==> src/logic/cpuPkg.sv <==
// Shared definitions for the 8-bit execution datapath.
// Holds the ALU opcodes, operand and register selects, the Wishbone
// register map, status flag positions and the host command word layout.

package cpuPkg;

	// ALU micro-operations, carried in command bits 11 to 8.
	typedef enum logic [3:0] {
		opAdc,
		opSbc,
		opAnd,
		opOra,
		opEor,
		opAsl,
		opLsr,
		opRol,
		opRor,
		opInc,
		opDec,
		opCmp
	} aluOp;

	// Second operand source, carried in command bits 13 and 12.
	typedef enum logic [1:0] {
		srcX,
		srcY,
		srcImm
	} srcSel;

	// Architectural register select.
	// Also matches the low two bits of the host register addresses.
	typedef enum logic [1:0] {
		selA,
		selX,
		selY,
		selS
	} regSel;

	// Wishbone register map.
	localparam logic [2:0] addrA       = 3'd0;
	localparam logic [2:0] addrX       = 3'd1;
	localparam logic [2:0] addrY       = 3'd2;
	localparam logic [2:0] addrS       = 3'd3;
	localparam logic [2:0] addrCommand = 3'd4;
	localparam logic [2:0] addrStatus  = 3'd5;

	// Flag positions, laid out as in the 6502 status byte.
	localparam int flagC = 0;
	localparam int flagZ = 1;
	localparam int flagI = 2;
	localparam int flagD = 3;
	localparam int flagV = 6;
	localparam int flagN = 7;

	// Host command word, most significant field first.
	typedef struct packed {
		regSel      dest;
		srcSel      src;
		aluOp       op;
		logic [7:0] imm;
	} cmdWord;

endpackage

==> src/logic/aluBus.sv <==
// Request and result link between the command sequencer and the ALU.
// The sequencer drives the request side, the ALU answers in the same cycle.

`timescale 1ns/10ps

interface aluBus;
	import cpuPkg::*;

	// Request side.
	aluOp       opcode;
	logic [7:0] operandA;
	logic [7:0] operandB;
	logic       carryIn;
	logic       decimal;

	// Result side.
	logic [7:0] result;
	logic       carryOut;
	logic       overflow;
	logic       halfCarry;

	modport request (
		output opcode, operandA, operandB, carryIn, decimal,
		input  result, carryOut, overflow, halfCarry
	);

	modport compute (
		input  opcode, operandA, operandB, carryIn, decimal,
		output result, carryOut, overflow, halfCarry
	);

endinterface

==> src/logic/alu.sv <==
// Combinational 6502 ALU.
// Binary and BCD add and subtract, logic operations, shifts, rotates,
// increment, decrement and compare. phi2 only clocks the request check.

`timescale 1ns/10ps

module alu (
	input logic    phi2,
	aluBus.compute bus
);
	import cpuPkg::*;

	logic       subtract;
	logic [7:0] addend;
	logic [4:0] loSum;
	logic [4:0] hiSum;
	logic [7:0] binSum;
	logic       loFix;
	logic [8:0] loAdjusted;
	logic       hiFix;
	logic [7:0] decSum;
	logic       decCarry;

	// Subtract and compare add the inverted operand.
	assign subtract = bus.opcode inside {opSbc, opCmp};
	assign addend   = subtract ? ~bus.operandB : bus.operandB;

	// Low nibble first, its carry out is the half carry.
	assign loSum         = {1'b0, bus.operandA[3:0]} + {1'b0, addend[3:0]} + {4'b0, bus.carryIn};
	assign bus.halfCarry = loSum[4];
	// High nibble takes the half carry.
	assign hiSum  = {1'b0, bus.operandA[7:4]} + {1'b0, addend[7:4]} + {4'b0, bus.halfCarry};
	assign binSum = {hiSum[3:0], loSum[3:0]};

	// Decimal adjust for add.
	// Low digit over nine or carried out, add six.
	assign loFix      = bus.halfCarry || (binSum[3:0] > 4'd9);
	assign loAdjusted = {hiSum[4], binSum} + (loFix ? 9'h006 : 9'h000);
	// High digit likewise, after the low correction has rippled in.
	assign hiFix = loAdjusted[8] || (loAdjusted[7:4] > 4'd9);

	always_comb begin
		if (subtract) begin
			// A borrowed digit wraps past nine, so take six back off.
			decSum[3:0] = bus.halfCarry ? binSum[3:0] : binSum[3:0] - 4'd6;
			decSum[7:4] = hiSum[4] ? binSum[7:4] : binSum[7:4] - 4'd6;
			decCarry    = hiSum[4];
		end else begin
			decSum   = loAdjusted[7:0] + (hiFix ? 8'h60 : 8'h00);
			decCarry = hiFix;
		end
	end

	always_comb begin
		// Defaults pass A through and keep the carry.
		bus.result   = bus.operandA;
		bus.carryOut = bus.carryIn;
		bus.overflow = 1'b0;
		case (bus.opcode)
			opAdc, opSbc, opCmp: begin
				bus.result   = bus.decimal ? decSum : binSum;
				bus.carryOut = bus.decimal ? decCarry : hiSum[4];
				// Signed overflow always comes from the binary sum.
				bus.overflow = (bus.operandA[7] == addend[7]) && (binSum[7] != bus.operandA[7]);
			end
			opAnd: bus.result = bus.operandA & bus.operandB;
			opOra: bus.result = bus.operandA | bus.operandB;
			opEor: bus.result = bus.operandA ^ bus.operandB;
			// Shifts push the lost bit into carry.
			opAsl: {bus.carryOut, bus.result} = {bus.operandA, 1'b0};
			opLsr: {bus.result, bus.carryOut} = {1'b0, bus.operandA};
			// Rotates go through carry.
			opRol: {bus.carryOut, bus.result} = {bus.operandA, bus.carryIn};
			opRor: {bus.result, bus.carryOut} = {bus.carryIn, bus.operandA};
			opInc: bus.result = bus.operandA + 8'd1;
			opDec: bus.result = bus.operandA - 8'd1;
			default: ;
		endcase
	end

	// Decimal mode only means something for add and subtract.
	decimalOnlyArith: assert property (
		@(posedge phi2) bus.decimal |-> (bus.opcode inside {opAdc, opSbc})
	) else $error("ALU decimal request with opcode %0d", bus.opcode);

endmodule

==> src/logic/registerFile.sv <==
// Accumulator, X, Y and stack pointer.
// One write port, all four registers readable at once.

`timescale 1ns/10ps

module registerFile #(
	parameter logic [7:0] resetStackPointer = 8'hFF
) (
	input  logic          phi2,
	input  logic          reset,
	input  logic          writeEnable,
	input  cpuPkg::regSel writeSel,
	input  logic [7:0]    writeData,
	output logic [7:0]    regA,
	output logic [7:0]    regX,
	output logic [7:0]    regY,
	output logic [7:0]    regS
);
	import cpuPkg::*;

	always_ff @(posedge phi2) begin
		if (reset) begin
			regA <= 8'h00;
			regX <= 8'h00;
			regY <= 8'h00;
			// Stack pointer comes up at its configured top.
			regS <= resetStackPointer;
		end else if (writeEnable) begin
			case (writeSel)
				selA: regA <= writeData;
				selX: regX <= writeData;
				selY: regY <= writeData;
				selS: regS <= writeData;
				default: ;
			endcase
		end
	end

	// A write must name a real register.
	knownWriteSel: assert property (
		@(posedge phi2) disable iff (reset) writeEnable |-> !$isunknown(writeSel)
	) else $error("Register write with unknown select");

endmodule

==> src/logic/statusReg.sv <==
// Processor status flags N, V, D, I, Z, C.
// Loaded whole by a host write, or bit by bit under a mask from an ALU result.
// Bits 4 and 5 always read one.

`timescale 1ns/10ps

module statusReg (
	input  logic       phi2,
	input  logic       reset,
	input  logic       hostWrite,
	input  logic [7:0] hostData,
	input  logic       aluUpdate,
	input  logic [7:0] aluUpdateMask,
	input  logic       carryIn,
	input  logic       zeroIn,
	input  logic       negativeIn,
	input  logic       overflowIn,
	output logic [7:0] flags
);
	import cpuPkg::*;

	logic [7:0] flagReg;
	logic [7:0] aluFlags;

	// ALU flags placed at their status byte positions.
	always_comb begin
		aluFlags        = 8'h00;
		aluFlags[flagC] = carryIn;
		aluFlags[flagZ] = zeroIn;
		aluFlags[flagV] = overflowIn;
		aluFlags[flagN] = negativeIn;
	end

	always_ff @(posedge phi2) begin
		if (reset) begin
			// Interrupts masked after reset, everything else clear.
			flagReg        <= 8'h00;
			flagReg[flagI] <= 1'b1;
		end else if (hostWrite) begin
			flagReg <= hostData;
		end else if (aluUpdate) begin
			// Only the masked flags change.
			flagReg <= (flagReg & ~aluUpdateMask) | (aluFlags & aluUpdateMask);
		end
	end

	// Unused bits 4 and 5 read as one.
	assign flags = flagReg | 8'h30;

	// The sequencer never loads and updates in one cycle.
	singleFlagSource: assert property (
		@(posedge phi2) disable iff (reset) !(hostWrite && aluUpdate)
	) else $error("Host write and ALU update collide on status");

endmodule

==> src/logic/busController.sv <==
// Wishbone classic slave and command sequencer.
// Register and status accesses ack after one cycle. A command write latches,
// runs the ALU, writes back result and flags and acks after two cycles.

`timescale 1ns/10ps

module busController (
	input  logic          phi2,
	input  logic          reset,
	input  logic          cyc,
	input  logic          stb,
	input  logic          we,
	input  logic [2:0]    adr,
	input  logic [15:0]   datWrite,
	output logic [15:0]   datRead,
	output logic          ack,
	aluBus.request        aluPort,
	output logic          writeEnable,
	output cpuPkg::regSel writeSel,
	output logic [7:0]    writeData,
	output logic          hostWrite,
	output logic [7:0]    hostData,
	output logic          aluUpdate,
	output logic [7:0]    aluUpdateMask,
	output logic          carryIn,
	output logic          zeroIn,
	output logic          negativeIn,
	output logic          overflowIn,
	input  logic [7:0]    regA,
	input  logic [7:0]    regX,
	input  logic [7:0]    regY,
	input  logic [7:0]    regS,
	input  logic [7:0]    flags
);
	import cpuPkg::*;

	typedef enum logic [1:0] {stIdle, stExecute, stDone} ctrlState;

	ctrlState   state;
	cmdWord     cmdReg;
	logic       hostAccess;
	logic       launch;
	logic       executing;
	logic [7:0] destValue;

	// New access seen while idle.
	assign hostAccess = (state == stIdle) && cyc && stb;
	assign launch     = hostAccess && we && (adr == addrCommand);
	assign executing  = state == stExecute;

	always_ff @(posedge phi2) begin
		if (reset) begin
			state <= stIdle;
			ack   <= 1'b0;
		end else begin
			ack <= 1'b0;
			case (state)
				stIdle: begin
					if (launch) begin
						state <= stExecute;
					end else if (cyc && stb) begin
						ack   <= 1'b1;
						state <= stDone;
					end
				end
				stExecute: begin
					ack   <= 1'b1;
					state <= stDone;
				end
				// Hold off until the master drops the strobe.
				stDone: if (!(cyc && stb)) state <= stIdle;
				default: state <= stIdle;
			endcase
		end
	end

	// Command word stays for readback.
	always_ff @(posedge phi2) begin
		if (launch) cmdReg <= cmdWord'(datWrite);
	end

	// Destination register, used as operand A outside the accumulator group.
	always_comb begin
		case (cmdReg.dest)
			selA: destValue = regA;
			selX: destValue = regX;
			selY: destValue = regY;
			default: destValue = regS;
		endcase
	end

	// Operand selection.
	always_comb begin
		aluPort.opcode = cmdReg.op;
		if (cmdReg.op inside {opAdc, opSbc, opAnd, opOra, opEor, opCmp})
			aluPort.operandA = regA;
		else
			aluPort.operandA = destValue;
		case (cmdReg.src)
			srcX: aluPort.operandB = regX;
			srcY: aluPort.operandB = regY;
			default: aluPort.operandB = cmdReg.imm;
		endcase
		// Compare never borrows in.
		aluPort.carryIn = (cmdReg.op == opCmp) ? 1'b1 : flags[flagC];
		aluPort.decimal = flags[flagD] && (cmdReg.op inside {opAdc, opSbc});
	end

	// Register write port, shared by host writes and write-back.
	assign writeEnable = executing ? (cmdReg.op != opCmp) :
		hostAccess && we && (adr inside {addrA, addrX, addrY, addrS});
	assign writeSel  = executing ? cmdReg.dest : regSel'(adr[1:0]);
	assign writeData = executing ? aluPort.result : datWrite[7:0];

	// Status port.
	assign hostWrite  = hostAccess && we && (adr == addrStatus);
	assign hostData   = datWrite[7:0];
	assign aluUpdate  = executing;
	assign carryIn    = aluPort.carryOut;
	assign overflowIn = aluPort.overflow;
	assign zeroIn     = aluPort.result == 8'h00;
	assign negativeIn = aluPort.result[7];

	// Every operation sets N and Z; the rest depends on the group.
	always_comb begin
		aluUpdateMask        = 8'h00;
		aluUpdateMask[flagN] = 1'b1;
		aluUpdateMask[flagZ] = 1'b1;
		case (cmdReg.op)
			opAdc, opSbc: begin
				aluUpdateMask[flagC] = 1'b1;
				aluUpdateMask[flagV] = 1'b1;
			end
			opAsl, opLsr, opRol, opRor, opCmp: aluUpdateMask[flagC] = 1'b1;
			default: ;
		endcase
	end

	// Read mux, upper byte zero except for the command word.
	always_comb begin
		datRead = 16'h0000;
		case (adr)
			addrA: datRead[7:0] = regA;
			addrX: datRead[7:0] = regX;
			addrY: datRead[7:0] = regY;
			addrS: datRead[7:0] = regS;
			addrCommand: datRead = cmdReg;
			addrStatus: datRead[7:0] = flags;
			default: ;
		endcase
	end

	ackSingleCycle: assert property (
		@(posedge phi2) disable iff (reset) ack |=> !ack
	) else $error("Wishbone ack held longer than one cycle");

	// Ack only answers a strobe that was already there.
	ackNeedsStrobe: assert property (
		@(posedge phi2) disable iff (reset) $rose(ack) |-> (cyc && stb && $past(cyc && stb))
	) else $error("Wishbone ack without cyc and stb");

endmodule

==> src/logic/datapathTop.sv <==
// Execution datapath behind a Wishbone classic slave port.
// Wires the command sequencer, ALU, register file and status flags.
// resetStackPointer sets the stack pointer after reset.

`timescale 1ns/10ps

module datapathTop #(
	parameter logic [7:0] resetStackPointer = 8'hFF
) (
	input  logic        phi2,
	input  logic        reset,
	input  logic        cyc,
	input  logic        stb,
	input  logic        we,
	input  logic [2:0]  adr,
	input  logic [15:0] datWrite,
	output logic [15:0] datRead,
	output logic        ack
);
	import cpuPkg::*;

	// Register file port.
	logic       writeEnable;
	regSel      writeSel;
	logic [7:0] writeData;
	logic [7:0] regA;
	logic [7:0] regX;
	logic [7:0] regY;
	logic [7:0] regS;

	// Status port.
	logic       hostWrite;
	logic [7:0] hostData;
	logic       aluUpdate;
	logic [7:0] aluUpdateMask;
	logic       carryIn;
	logic       zeroIn;
	logic       negativeIn;
	logic       overflowIn;
	logic [7:0] flags;

	aluBus aluLink ();

	busController ctrl (.*, .aluPort(aluLink.request));

	alu aluCore (.phi2, .bus(aluLink.compute));

	registerFile #(.resetStackPointer(resetStackPointer)) regs (.*);

	statusReg status (.*);

endmodule

==> config.mk <==
export PLATFORM = sky130hd
export DESIGN_NAME = datapathTop
export DESIGN_NICKNAME = d
export VERILOG_FILES = /design/src/logic/cpuPkg.sv /design/src/logic/aluBus.sv /design/src/logic/alu.sv /design/src/logic/registerFile.sv /design/src/logic/statusReg.sv /design/src/logic/busController.sv /design/src/logic/datapathTop.sv
export SDC_FILE = /design/constraint.sdc
export NUM_CORES = 1
export LEC_CHECK = 0
export ABC_AREA = 1
export ABC_CLOCK_PERIOD_IN_PS = 9200
export BUFFER_PORTS_ARGS = -buffer_cell sky130_fd_sc_hd__clkbuf_2
export CAP_MARGIN = 20
export CORE_AREA = 5 5 78 152
export DETAILED_ROUTE_END_ITERATION = 10
export DIE_AREA = 0 0 83 157
export HOLD_SLACK_MARGIN = 0.03
export PLACE_DENSITY = 0.67
export SYNTH_ARGS = -nofsm -noshare
export SYNTH_HDL_FRONTEND = slang
export SYNTH_SLANG_ARGS = --single-unit
==> constraint.sdc <==
create_clock -name phi2 -period 9.2 [get_ports phi2]
set_input_delay 0.46 -clock phi2 [delete_from_list [all_inputs] [get_ports phi2]]
set_output_delay 0.46 -clock phi2 [all_outputs]
set_load 0.005 [all_outputs]
## Yosys cells after proc, flatten, opt, wreduce, memory -nomap -nowiden

Index checks and enable logic that the tools add are counted.

| storage, ports and cells | value |
|---|---|
| register bits after elaboration | 59 |
| bits of input ports | 24 |
| output and inout port bits | 17 |
| word-level logic and storage cells | 125 |

| operators by class | value |
|---|---|
| $add $sub $neg | 10 |
| $lt $le $gt $ge | 2 |
| eq/ne operators | 29 |
| mux-type cells | 32 |
| bitwise logic cells | 8 |
| reduce and logical (&&, ||, !) cells | 33 |

Operators by type and width:

| operator | count |
|---|---|
| case mux 8 bit (10 select lines) | 1 |
| two-way mux 8 bit | 8 |
| case mux 8 bit (6 select lines) | 1 |
| AND 8 bit | 3 |
| case mux 8 bit (3 select lines) | 1 |
| == test 4 x 3 -> 1 bit, second input constant | 4 |
| == test 4 bit, second input constant | 4 |
| NOT 8 bit | 2 |
| bitwise OR 8 bit | 2 |
| case mux 8 bit (2 select lines) | 1 |
| adder 4 x 4 -> 5 bit | 2 |
| adder 5 x 1 -> 5 bit | 2 |
| AND reduction 2 bit | 5 |
| adder 9 bit | 1 |
| logical AND 1 bit | 9 |
| two-way mux 1 bit | 9 |
| adder 8 x 1 -> 8 bit, second input constant | 1 |
| adder 8 bit | 1 |
| == test 2 x 1 -> 1 bit, second input constant | 4 |
| == test 2 bit, second input constant | 4 |
| == test 4 x 2 -> 1 bit, second input constant | 2 |
| greater-than comparator 4 bit, second input constant | 2 |
| zero test 2 bit | 4 |
| zero test 8 bit | 1 |
| 28 further kinds | 40 |

## Longest topological paths before layout

Gate-level depths: netlist of run 1.

| depth | value |
|---|---|
| word-level depth | 22 |
| mapped depth | 38 |
| gate-level depth less buffers | 38 |

## By module

From an unflattened synthesis of run 1, not the netlist that was laid out.

| second synthesis, totals | value |
|---|---|
| cells, all modules | 887 |
| area total of the unflattened synthesis | 5,600.4 um^2 |

By module, submodules not included:

| module | instances | cells each | area an instance (um^2) | sequential area each (um^2) |
|---|---|---|---|---|
| alu | 1 | 324 | 1,969.4 | 0.0 |
| busController | 1 | 320 | 1,963.1 | 540.5 |
| registerFile | 1 | 192 | 1,345.0 | 640.6 |
| statusReg | 1 | 51 | 322.8 | 120.1 |

## Least setup slack after synthesis of run 1

Ideal clock, no wire load.

| path | value |
|---|---|
| path kind | reg-to-reg |
| start point | reg ctrl.cmdReg (netlist bit ctrl.aluPort.opcode[3]) |
| end point | reg status.flagReg[1] |
| arrival time | 5.101 ns |
| required time | 9.130 ns |
| path slack | 4.029 ns |
| cell stages (with the launch flop) | 36 |
| path buffers | 0 |
| clock period less this slack | 5.171 ns |
| cells stage by stage | edfxtp_1 -> inv_2 -> nand2_2 -> nor2_4 -> nor2_8 -> nand3_2 -> nand2_2 -> fa_1 -> inv_1 -> fa_1 -> nand3_1 -> nand2_1 -> inv_1 -> fa_1 -> fa_1 -> xnor2_1 -> ha_1 -> nand4_1 -> inv_1 -> nand2_1 -> nand2_1 -> nand2_1 -> nand2_1 -> ha_1 -> inv_1 -> fa_1 -> nand2_1 -> o21ai_1 -> nand2_1 -> nand3_1 -> nand4_1 -> nor2_1 -> nand3_1 -> nor2_1 -> nand3_1 -> a21oi_1 |

| between the ends | value |
|---|---|
| word-level cells in the longest chain between the ends | 21 |

RTL lines:

| item | line | source |
|---|---|---|
| start: declaration | busController.sv:40 | `cmdWord cmdReg;` |
| start signal: assignment | busController.sv:79 | `if (launch) cmdReg <= cmdWord'(datWrite);` |
| == test 4 x 1 -> 1 bit (tied with other cells) | - |  |
| nonzero test 6 bit or nonzero test 2 bit (tied branches) | busController.sv:95, alu.sv:25 |  |
| two-way mux 8 bit, on equally long branches | busController.sv:95, alu.sv:26 |  |
| adder 4 x 4 -> 5 bit | alu.sv:29 | `assign loSum = {1'b0, bus.operandA[3:0]} + {1'b0, addend[3:0]} + {4'b0, bus.carryIn};` |
| adder 5 x 1 -> 5 bit | alu.sv:29 |  |
| greater-than comparator 4 bit | alu.sv:37 | `assign loFix = bus.halfCarry \|\| (binSum[3:0] > 4'd9);` |
| logical OR 1 bit | alu.sv:37 |  |
| two-way mux 3 bit | alu.sv:38 | `assign loAdjusted = {hiSum[4], binSum} + (loFix ? 9'h006 : 9'h000);` |
| [5 not listed] | - |  |
| two-way mux 8 bit | alu.sv:43 | `if (subtract) begin` |
| two-way mux 8 bit | alu.sv:61 | `bus.result = bus.decimal ? decSum : binSum;` |
| case mux 8 bit (10 select lines) (*) | alu.sv:59 | `case (bus.opcode)` |
| zero test 8 bit (*) | busController.sv:121 | `assign zeroIn = aluPort.result == 8'h00;` |
| AND 8 bit (*) | statusReg.sv:43 | `flagReg <= (flagReg & ~aluUpdateMask) \| (aluFlags & aluUpdateMask);` |
| bitwise OR 8 bit (*) | statusReg.sv:43 |  |
| two-way mux 8 bit (*) | statusReg.sv:41 | `end else if (aluUpdate) begin` |
| two-way mux 8 bit (*) | statusReg.sv:39 | `end else if (hostWrite) begin` |
| end signal: assignment | statusReg.sv:40 | `flagReg <= hostData;` |
| end signal: assignment | statusReg.sv:43 |  |
| end: declaration | statusReg.sv:22 | `logic [7:0] flagReg;` |

Mark *: on every way between the ends. The rest lies on a longest branch, timed or not. The select of a mux whose other input is x is not followed.
A chain may end at the register's enable or synchronous reset.

## Worst setup path in the final report of run 1

| path | value |
|---|---|
| start point | reg ctrl.cmdReg (netlist bit ctrl.aluPort.opcode[1]) |
| end point | reg status.flagReg[1] |

Same word-level chain as after synthesis.

==> flow_summary_export.csv, run 1 <==
group,metric,value,unit
placed_design,placed_cells,969,
setup_path,worstPathArrival,6.42,ns
pwr,power.density,121,nW/um2
cells_and_area,drive_above_1_share,12.4,%
min_path,hold_class,"in2reg",
clock_network,htreeDepth,3,
min_path,min_from,"datWrite[11]",
global_routing,grt_pass1_wl,30900,um
die,start_util,49.3,%
placed_design,dpl_worst_slack,3.14,ns
synthesis,synth_xor_area_share,2.69,%
synthesis,synthMostInstantiatedCell,"nand2_1",
global_routing,antenna_found_initial,0,
min_path,hold-path-cell-count,1,
global_routing,first_global_vias,5761,
synthesis,synth_compound_area_share,16.6,%
cells_and_area,area_delta_synth_final,13.1,%
synthesis,synthDominantCellAreaShare,15.9,%
setup_path,path_class,"reg2reg",
cells_and_area,antenna_cells,0,
routing,drt_wl_total,20600,um
placed_design,dpl.hpwl,16700,um
routing,vias_per_cell,5.84,
setup_path,cp_max_fo,14,
sta,setup_ws,3.05,ns
pwr,ir_drop,0.170,mV
setup_path,crit_path_max_incr_delay,0.50,ns
sta,max_slew_margin,50.0,%
sta,min_period_over_period,66.9,%
cells_and_area,post-route-util,55.8,%
cells_and_area,fillers,1097,
synthesis,yosys.area.top_type,"dfxtp_1",
synthesis,synth_seq_cells,57,
setup_path,crit_top_cell,"nand2_1",
synthesis,syn-num-nets,862,
synthesis,syn_area_per_cell,6.48,um2
routing,detail_route.wl_per_cell,20.9,um
clock_network,cts.path.max_buffers,2,
clock_network,ctsHoldBuffers,0,
clock_network,clk_latency,0.33,ns
clock_network,cts_tree,"yes",
routing,vias,5757,
routing,drt-initial-drc-count,407,
die,die_y,157,um
routing,ant_nets,0,
run,cap_violations,0,
sta,fin_crit,6.15,ns
cells_and_area,nets,907,
die,core_area,10500,um2
synthesis,synth_seq_area_share,25.2,%
sta,slew_viol_final,0,
min_path,holdPathEnd,"ctrl.aluPort.opcode[3]",
setup_path,endpoint_kind,"flop",
synthesis,ys_types,43,
global_routing,grt_usage,31.6,%
synthesis,synthMuxAreaShare,0,%
synthesis,synth_ff_type,"dfxtp_1",
synthesis,synth_enable_flop_cells,16,
sta,skew,0.00695,ns
clock_network,post_cts_buffers,0,
clock_network,cts_resized,0,
clock_network,cts.reportedPaths.clkPinSlew,0.05,ns
setup_path,cp.required,9.46,ns
setup_path,cpMaxStageDelayCell,"edfxtp_1",
die,dieArea,13000,um2
global_routing,grt-ovfl-total,0,
setup_path,r2r_cells,35,
setup_path,reg2reg_from,"ctrl.aluPort.opcode[1]",
clock_network,cts_sinks,57,
setup_path,start_kind,"flop",
synthesis,synthAdderAreaFrac,10.7,%
synthesis,yosys_warnings,0,
synthesis,netlist_area,5170,um2
sta,finalSetupTns,0,ns
die,die_x,83,um
routing,drc,0,
status,status,"completed",
sta,max_freq,162,MHz
die,io_pins,41,
synthesis,synthCells,798,
pwr,p_leak,2.99,nW
placed_design,io_buffer_count,40,
clock_network,cts_inserted_buffers,9,
placed_design,gp_congestion,1.01,
cells_and_area,final_cells,985,
synthesis,async_reset_ff_share,0,%
sta,tightest_slew,0.747,ns
sta,finalSetupViolCount,0,
global_routing,grt_max_degree,37,
synthesis,synth-simple-area-share,33.9,%
synthesis,synth.area.top_cells,"dfxtp_1, nand2_1, edfxtp_1",
routing,firstDrtPassIters,5,
die,rows,53,
setup_path,rrSetupSlack,3.05,ns
setup_path,regToRegEndpoint,"status.flagReg[1]",
sta,hold_viol,0,
synthesis,synth.top_cells.by_count,"nand2_1, inv_1, nor2_1",
sta,rsz0062_at_grt,"false",
synthesis,synth_top_family_by_area,"simple AND/OR/NAND/NOR gates",
sta,timing.hold.ws,0.302,ns
clock_network,root_buffer,"clkbuf_16",
routing by layer:
| metal | track usage (%) | vias to the layer above | part of all wire (%) |
|---|---|---|---|
| li1 | - | 2705 | - |
| met3 | 3.98 | 125 | 5.3 |
| met1 | 27.2 | 2621 | 30 |
| met5 | 0 | - | 0 |
| met2 | 59.0 | 306 | 52 |
| met4 | 33.7 | 0 | 12 |
flip-flops by register name, indices dropped and copies added (netlist names), named ones only:
name                 flops
ctrl.state               2
ctrl.ack                 1
ctrl.cmdReg             12
regs.regS                8
regs.regA                8
status.flagReg           4
ctrl.aluPort.opcode      4
regs.regY                8
regs.regX                8
report_power, final:
group | switching [mW] | total (mW) | leakage (nW) | internal, mW
clock network | 0.117 | 0.359 | 0.156 | 0.242
registers | 0.00295 | 0.264 | 0.476 | 0.261
logic | 0.0549 | 0.0827 | 2.35 | 0.0277
total | 0.175 | 0.706 | 2.99 | 0.531
worst max-delay path by stage:
stage | to | start | slack, ns
5_1_grt | status.flagReg[1] | ctrl.aluPort.opcode[1] | 2.51
3_5_place_dp | status.flagReg[1] | ctrl.aluPort.opcode[1] | 3.14
3_3_place_gp | status.flagReg[1] | ctrl.aluPort.opcode[2] | 3.32
2_1_floorplan | status.flagReg[1] | ctrl.aluPort.opcode[3] | 4.03
6_report | status.flagReg[1] | ctrl.aluPort.opcode[1] | 3.05
4_1_cts | status.flagReg[1] | ctrl.aluPort.opcode[1] | 3.11
cells in the final DEF (no fill, tap or decap), types with 10 or more instances in the layout:
master	n
nor2_1	93
inv_2	13
ha_1	33
o21ai_1	12
nand2_1	183
dfxtp_1	41
o211ai_1	10
a21oi_1	49
nand2_2	13
edfxtp_1	16
xor2_1	12
clkbuf_2	40
o21ai_0	28
nand3_1	73
inv_1	123
cell families after synthesis:
group	Yosys count
and+or+nand+nor	395
buffers and inverters	148
AOI/OAI and AO/OA	143
DFF	57
adders and majority gates	40
xor gates and xnor gates	15
cell type report:
cell class / instances / area, um2 / area share (%)
Sequential cell: 57 / 1300 / 22.3
Timing Repair Buffer: 45 / 238 / 4.07
Tap cell: 137 / 171 / 2.93
Inverter: 137 / 514 / 8.80
Clock inverter: 6 / 81.3 / 1.39
Clock buffer: 10 / 239 / 4.09
Multi-Input combinational cell: 593 / 3300 / 56.5
critical path, delay by kind of cell, from the launching register on:
kind	cells	cell delay [ns]
xor+xnor	2	0.48
fa+ha+maj	7	2.40
simple gates	18	1.91
compound gates	2	0.19
buf+inv	6	0.61
flops	1	0.50
stage by stage:
step	instance area (um2)	power (mW)
after floorplan	5170	0.319
after global placement	5530	0.349
after detailed placement	5530	0.350
after CTS	5850	0.707
after global routing	5850	0.728
final	5850	0.706
(Power assumes the default switching activity.)
==> inputs of run 2 (changes only) <==
Settings changed: ABC_CLOCK_PERIOD_IN_PS 9200 to 6250.
Clock period 9.2 ns to 6.25 ns, I/O delays scaled along.
==> flow_summary_export.csv, run 2 (synthesis gave the netlist of run 1 again) <==
group,metric,value,unit
setup_path,start_kind,"flop",
clock_network,clk_latency,0.33,ns
routing,drt_wl_total,20500,um
cells_and_area,multiInputGateArea,3330,um2
routing,vias_per_cell,5.70,
clock_network,cts_tree,"yes",
cells_and_area,drive_above_1_share,14.2,%
pwr,p_leak,3.04,nW
die,rows,53,
sta,skew,0.00469,ns
die,die_y,157,um
global_routing,first_global_vias,5733,
placed_design,gp_congestion,1.06,
pwr,total_power,1.01,mW
cells_and_area,antenna_cells,0,
setup_path,endpoint,"status.flagReg[1]",
clock_network,cts_sinks,57,
setup_path,cp_max_fo,9,
die,start_util,49.3,%
die,dieArea,13000,um2
setup_path,crit_top_cell,"nand2_1",
sta,max_slew_margin,50.7,%
cells_and_area,largest-register,"ctrl.cmdReg",
clock_network,cts.reportedPaths.clkPinSlew,0.05,ns
global_routing,antenna_found_initial,0,
cells_and_area,largest_register_ffs,12,
routing,drt-initial-drc-count,338,
sta,hold_viol,0,
routing,detail_route.wl_per_cell,20.6,um
clock_network,htreeDepth,3,
setup_path,r2r_cells,36,
routing,wl_met2,10900,um
setup_path,worstPathArrival,6.09,ns
routing,top_layer_used,"met4",
cells_and_area,regArea,1300,um2
sta,slew_viol_final,0,
global_routing,grt_usage,31.5,%
global_routing,grt_pass1_wl,31000,um
routing,firstDrtPassIters,5,
cells_and_area,final_cell_mix,"nand2_1, inv_1, nor2_1, nand3_1, a21oi_1",
setup_path,cpMaxStageDelayCell,"fa_1",
clock_network,cts_inserted_buffers,9,
die,die_x,83,um
setup_path,endpoint_kind,"flop",
sta,finalSetupViolCount,0,
setup_path,cp.required,6.51,ns
placed_design,io_buffer_count,40,
pwr,ir_drop,0.281,mV
clock_network,root_buffer,"clkbuf_16",
cells_and_area,final_cells,996,
cells_and_area,nets,918,
run,cap_violations,0,
clock_network,cts.path.max_buffers,2,
global_routing,grt-ovfl-total,0,
sta,min_period_over_period,93.3,%
min_path,hold_class,"in2reg",
sta,max_freq,172,MHz
setup_path,rrSetupSlack,0.42,ns
setup_path,crit_start,"ctrl.aluPort.opcode[1]",
sta,tightest_slew,0.737,ns
placed_design,placed_cells,974,
cells_and_area,area_delta_synth_final,15.0,%
setup_path,reg2reg_from,"ctrl.aluPort.opcode[1]",
cells_and_area,fillers,1117,
routing,drc,0,
die,core_area,10500,um2
placed_design,dpl.hpwl,16800,um
setup_path,path_class,"reg2reg",
routing,met3_length,902,um
cells_and_area,post-route-util,56.7,%
routing,ant_nets,0,
sta,fin_crit,5.83,ns
setup_path,regToRegEndpoint,"status.flagReg[1]",
clock_network,ctsHoldBuffers,0,
cells_and_area,final_common_cell,"nand2_1",
status,status,"completed",
routing,vias,5679,
setup_path,crit_path_max_incr_delay,0.48,ns
die,io_pins,41,
global_routing,grt_max_degree,37,
routing,wirelength_met1,6370,um
pwr,power.density,169,nW/um2
## run 2: cell types whose count changed in the layout (fill, tap and decap cells not counted), moves of 2 or more
cell / previous run / this run
buf_4: 5 / 15
fa_1: 7 / 5
clkbuf_8: 1 / 3
fa_2: 0 / 2
bufinv_16: 2 / 0
## run 2: cell type report
cell class,count,area share (%)
multi-input cells,593,56.0
flip-flops and latches,57,21.9
inverters,137,8.65
repair buffers,56,5.35
clock buffers,13,4.90
well taps,137,2.88
clock inverters,3,0.337
## run 2: worst max-delay path: cells and delay by family, from the launching register on
kind	cells	cell delay, ns
buffers and inverters	6	0.60
DFF	1	0.45
adders and majority gates	7	2.33
xor gates and xnor gates	1	0.22
and+or+nand+nor	20	1.94
AOI/OAI and AO/OA	2	0.19
## run 2: worst min-delay path by stage
stage                      startpoint                      to  slack, ns  depth (start not counted)
finish                   datWrite[13]         ctrl.cmdReg[13]       0.15                          1
global route             datWrite[13]         ctrl.cmdReg[13]       0.15                          1
CTS                      datWrite[13]         ctrl.cmdReg[13]       0.15                          1
detailed placement  status.flagReg[2]       status.flagReg[2]       0.47                          2
global placement    status.flagReg[2]       status.flagReg[2]       0.45                          2
floorplan                 datWrite[8]  ctrl.aluPort.opcode[0]       0.41                          0
## run 2: layer usage
metal	vias to the layer above	track usage, %
met4	0	29.9
met2	245	61.3
met1	2592	26.8
met5	-	0
met3	114	3.72
li1	2728	-
## run 2: what timing repair did
item	in CTS	in global routing
buffers inserted	0	5
gates resized for setup	0	7
endpoints found under the setup margin	0	5
## run 2: power by group
group          total, mW  internal, mW  switching [mW]
Clock              0.494         0.324           0.170
Sequential         0.389         0.385         0.00434
Combinational      0.125        0.0425          0.0820
Total               1.01         0.751           0.256
## run 2: per-stage QoR
stage          TNS (ns)  setup WS [ns]  hold slack, ns  instance area, um2
2_1_floorplan         0           1.08           0.411                5170
3_3_place_gp          0          0.570           0.445                5560
3_5_place_dp          0          0.320           0.466                5560
4_1_cts               0          0.293           0.148                5880
5_1_grt         -0.0272        -0.0272           0.146                5940
6_report              0          0.421           0.153                5940
==> inputs of run 3 (changes only) <==
Settings changed: CORE_AREA 5 5 78 152 to 5 5 87 169, DIE_AREA 0 0 83 157 to 0 0 92 174, PLACE_DENSITY 0.67 to 0.59.
==> flow_summary_export.csv, run 3 (synthesis gave the netlist of run 1 again) <==
group,metric,value,unit
setup_path,endpoint_kind,"flop",
global_routing,grt_max_degree,37,
placed_design,io_buffer_count,40,
sta,finalSetupTns,0,ns
routing,firstDrtPassIters,5,
global_routing,grt_usage,24.6,%
routing,vias,5549,
cells_and_area,antenna_cells,0,
die,io_pins,41,
pwr,power.density,167,nW/um2
status,status,"completed",
pwr,ir_drop,0.304,mV
global_routing,grt_pass1_wl,29700,um
global_routing,first_global_vias,5667,
cells_and_area,nets,913,
sta,setup_ws,0.544,ns
cells_and_area,final_common_cell,"nand2_1",
setup_path,cp_max_fo,9,
cells_and_area,final_cell_mix,"nand2_1, inv_1, nor2_1, nand3_1, a21oi_1",
die,core_area,13400,um2
setup_path,cp.required,6.52,ns
cells_and_area,largest_register_ffs,12,
min_path,holdPathEnd,"ctrl.cmdReg[14]",
die,rows,60,
routing,drt-initial-drc-count,337,
placed_design,dpl_worst_slack,0.453,ns
placed_design,post_dp_cell_area,5580,um2
sta,slew_viol_final,0,
cells_and_area,final_cells,1009,
setup_path,start_kind,"flop",
pwr,p_leak,3.01,nW
die,die_x,92,um
sta,min_period_over_period,91.3,%
setup_path,worstPathArrival,5.97,ns
clock_network,cts_tree,"yes",
clock_network,cts_sinks,57,
die,die_y,174,um
cells_and_area,drive_above_1_share,13.2,%
setup_path,path_class,"reg2reg",
routing,ant_nets,0,
min_path,hold-path-cell-count,1,
sta,rsz0062_at_grt,"false",
routing,vias_per_cell,5.50,
routing,detail_route.wl_per_cell,19.3,um
clock_network,ctsHoldBuffers,0,
setup_path,regToRegEndpoint,"status.flagReg[1]",
setup_path,cp_num_buf_inv,4,
setup_path,crit_path_max_incr_delay,0.48,ns
clock_network,cts_inserted_buffers,9,
die,start_util,38.7,%
min_path,min_from,"datWrite[14]",
routing,drc,0,
run,cap_violations,0,
sta,tightest_slew,0.766,ns
clock_network,cts.path.max_buffers,2,
sta,fin_crit,5.71,ns
setup_path,reg2reg_from,"ctrl.aluPort.opcode[1]",
setup_path,path_delay_family,"adder cells",
sta,max_freq,175,MHz
cells_and_area,largest-register,"ctrl.cmdReg",
global_routing,grt-ovfl-total,0,
die,dieArea,16000,um2
sta,hold_viol,0,
cells_and_area,design_area,5900,um2
placed_design,dpl.hpwl,16000,um
routing,drt_wl_total,19400,um
placed_design,gp_congestion,1.01,
setup_path,rrSetupSlack,0.54,ns
clock_network,htreeDepth,3,
setup_path,r2r_cells,30,
clock_network,clk_latency,0.33,ns
min_path,hold_class,"in2reg",
sta,skew,0.00536,ns
sta,finalSetupViolCount,0,
setup_path,cpMaxStageDelayCell,"fa_1",
sta,max_slew_margin,48.7,%
placed_design,placed_cells,991,
cells_and_area,area_delta_synth_final,14.2,%
global_routing,antenna_found_initial,0,
clock_network,cts.reportedPaths.clkPinSlew,0.05,ns
clock_network,root_buffer,"clkbuf_16",
[run 3: cell types whose count changed in the layout (fill, tap and decap cells not counted), moves of 2 or more]
cell / delta
fa_1: +2
clkbuf_8: -2
fa_2: -2
buf_4: -4
[run 3: how the worst max path moves through the flow]
stage | startpoint | endpoint | cells after the start
CTS | ctrl.aluPort.opcode[1] | status.flagReg[1] | 35
detailed placement | ctrl.aluPort.opcode[1] | status.flagReg[1] | 35
finish | ctrl.aluPort.opcode[1] | status.flagReg[1] | 30
floorplan | ctrl.aluPort.opcode[3] | status.flagReg[1] | 35
global placement | ctrl.aluPort.opcode[1] | status.flagReg[1] | 35
global route | ctrl.aluPort.opcode[1] | status.flagReg[1] | 34
[run 3: area by class of cell]
cell class                      instances  area (um2)
Fill cell                            1442        7460
Multi-Input combinational cell        593        3320
Sequential cell                        57        1300
Inverter                              137         514
Timing Repair Buffer                   51         283
Clock buffer                           12         268
Tap cell                              155         194
Clock inverter                          4        23.8
[run 3: timing repair]
| item | CTS | global route |
|---|---|---|
| setup buffers | 0 | 2 |
| setup endpoints to repair | 0 | 4 |
| gates resized for setup | 0 | 3 |
[run 3: routing by layer]
metal,track usage (%),share of wire [%]
met1,21.2,32
met2,45.8,53
met3,3.29,3.5
met4,24.6,11
met5,0,0
[run 3: power breakdown]
part | switching (mW) | total, mW | internal [mW]
clock | 0.174 | 0.475 | 0.302
sequential | 0.00413 | 0.389 | 0.385
combinational | 0.0799 | 0.121 | 0.0411
total | 0.258 | 0.985 | 0.727
[run 3: per-stage QoR]
stage / hold WS, ns / util, % / power, mW
floorplan: 0.411 / - / 0.470
global placement: 0.450 / 41.8 / 0.515
detailed placement: 0.459 / 41.8 / 0.516
CTS: 0.152 / 43.9 / 0.990
global route: 0.154 / 44.2 / 1.02
finish: 0.155 / 44.2 / 0.985
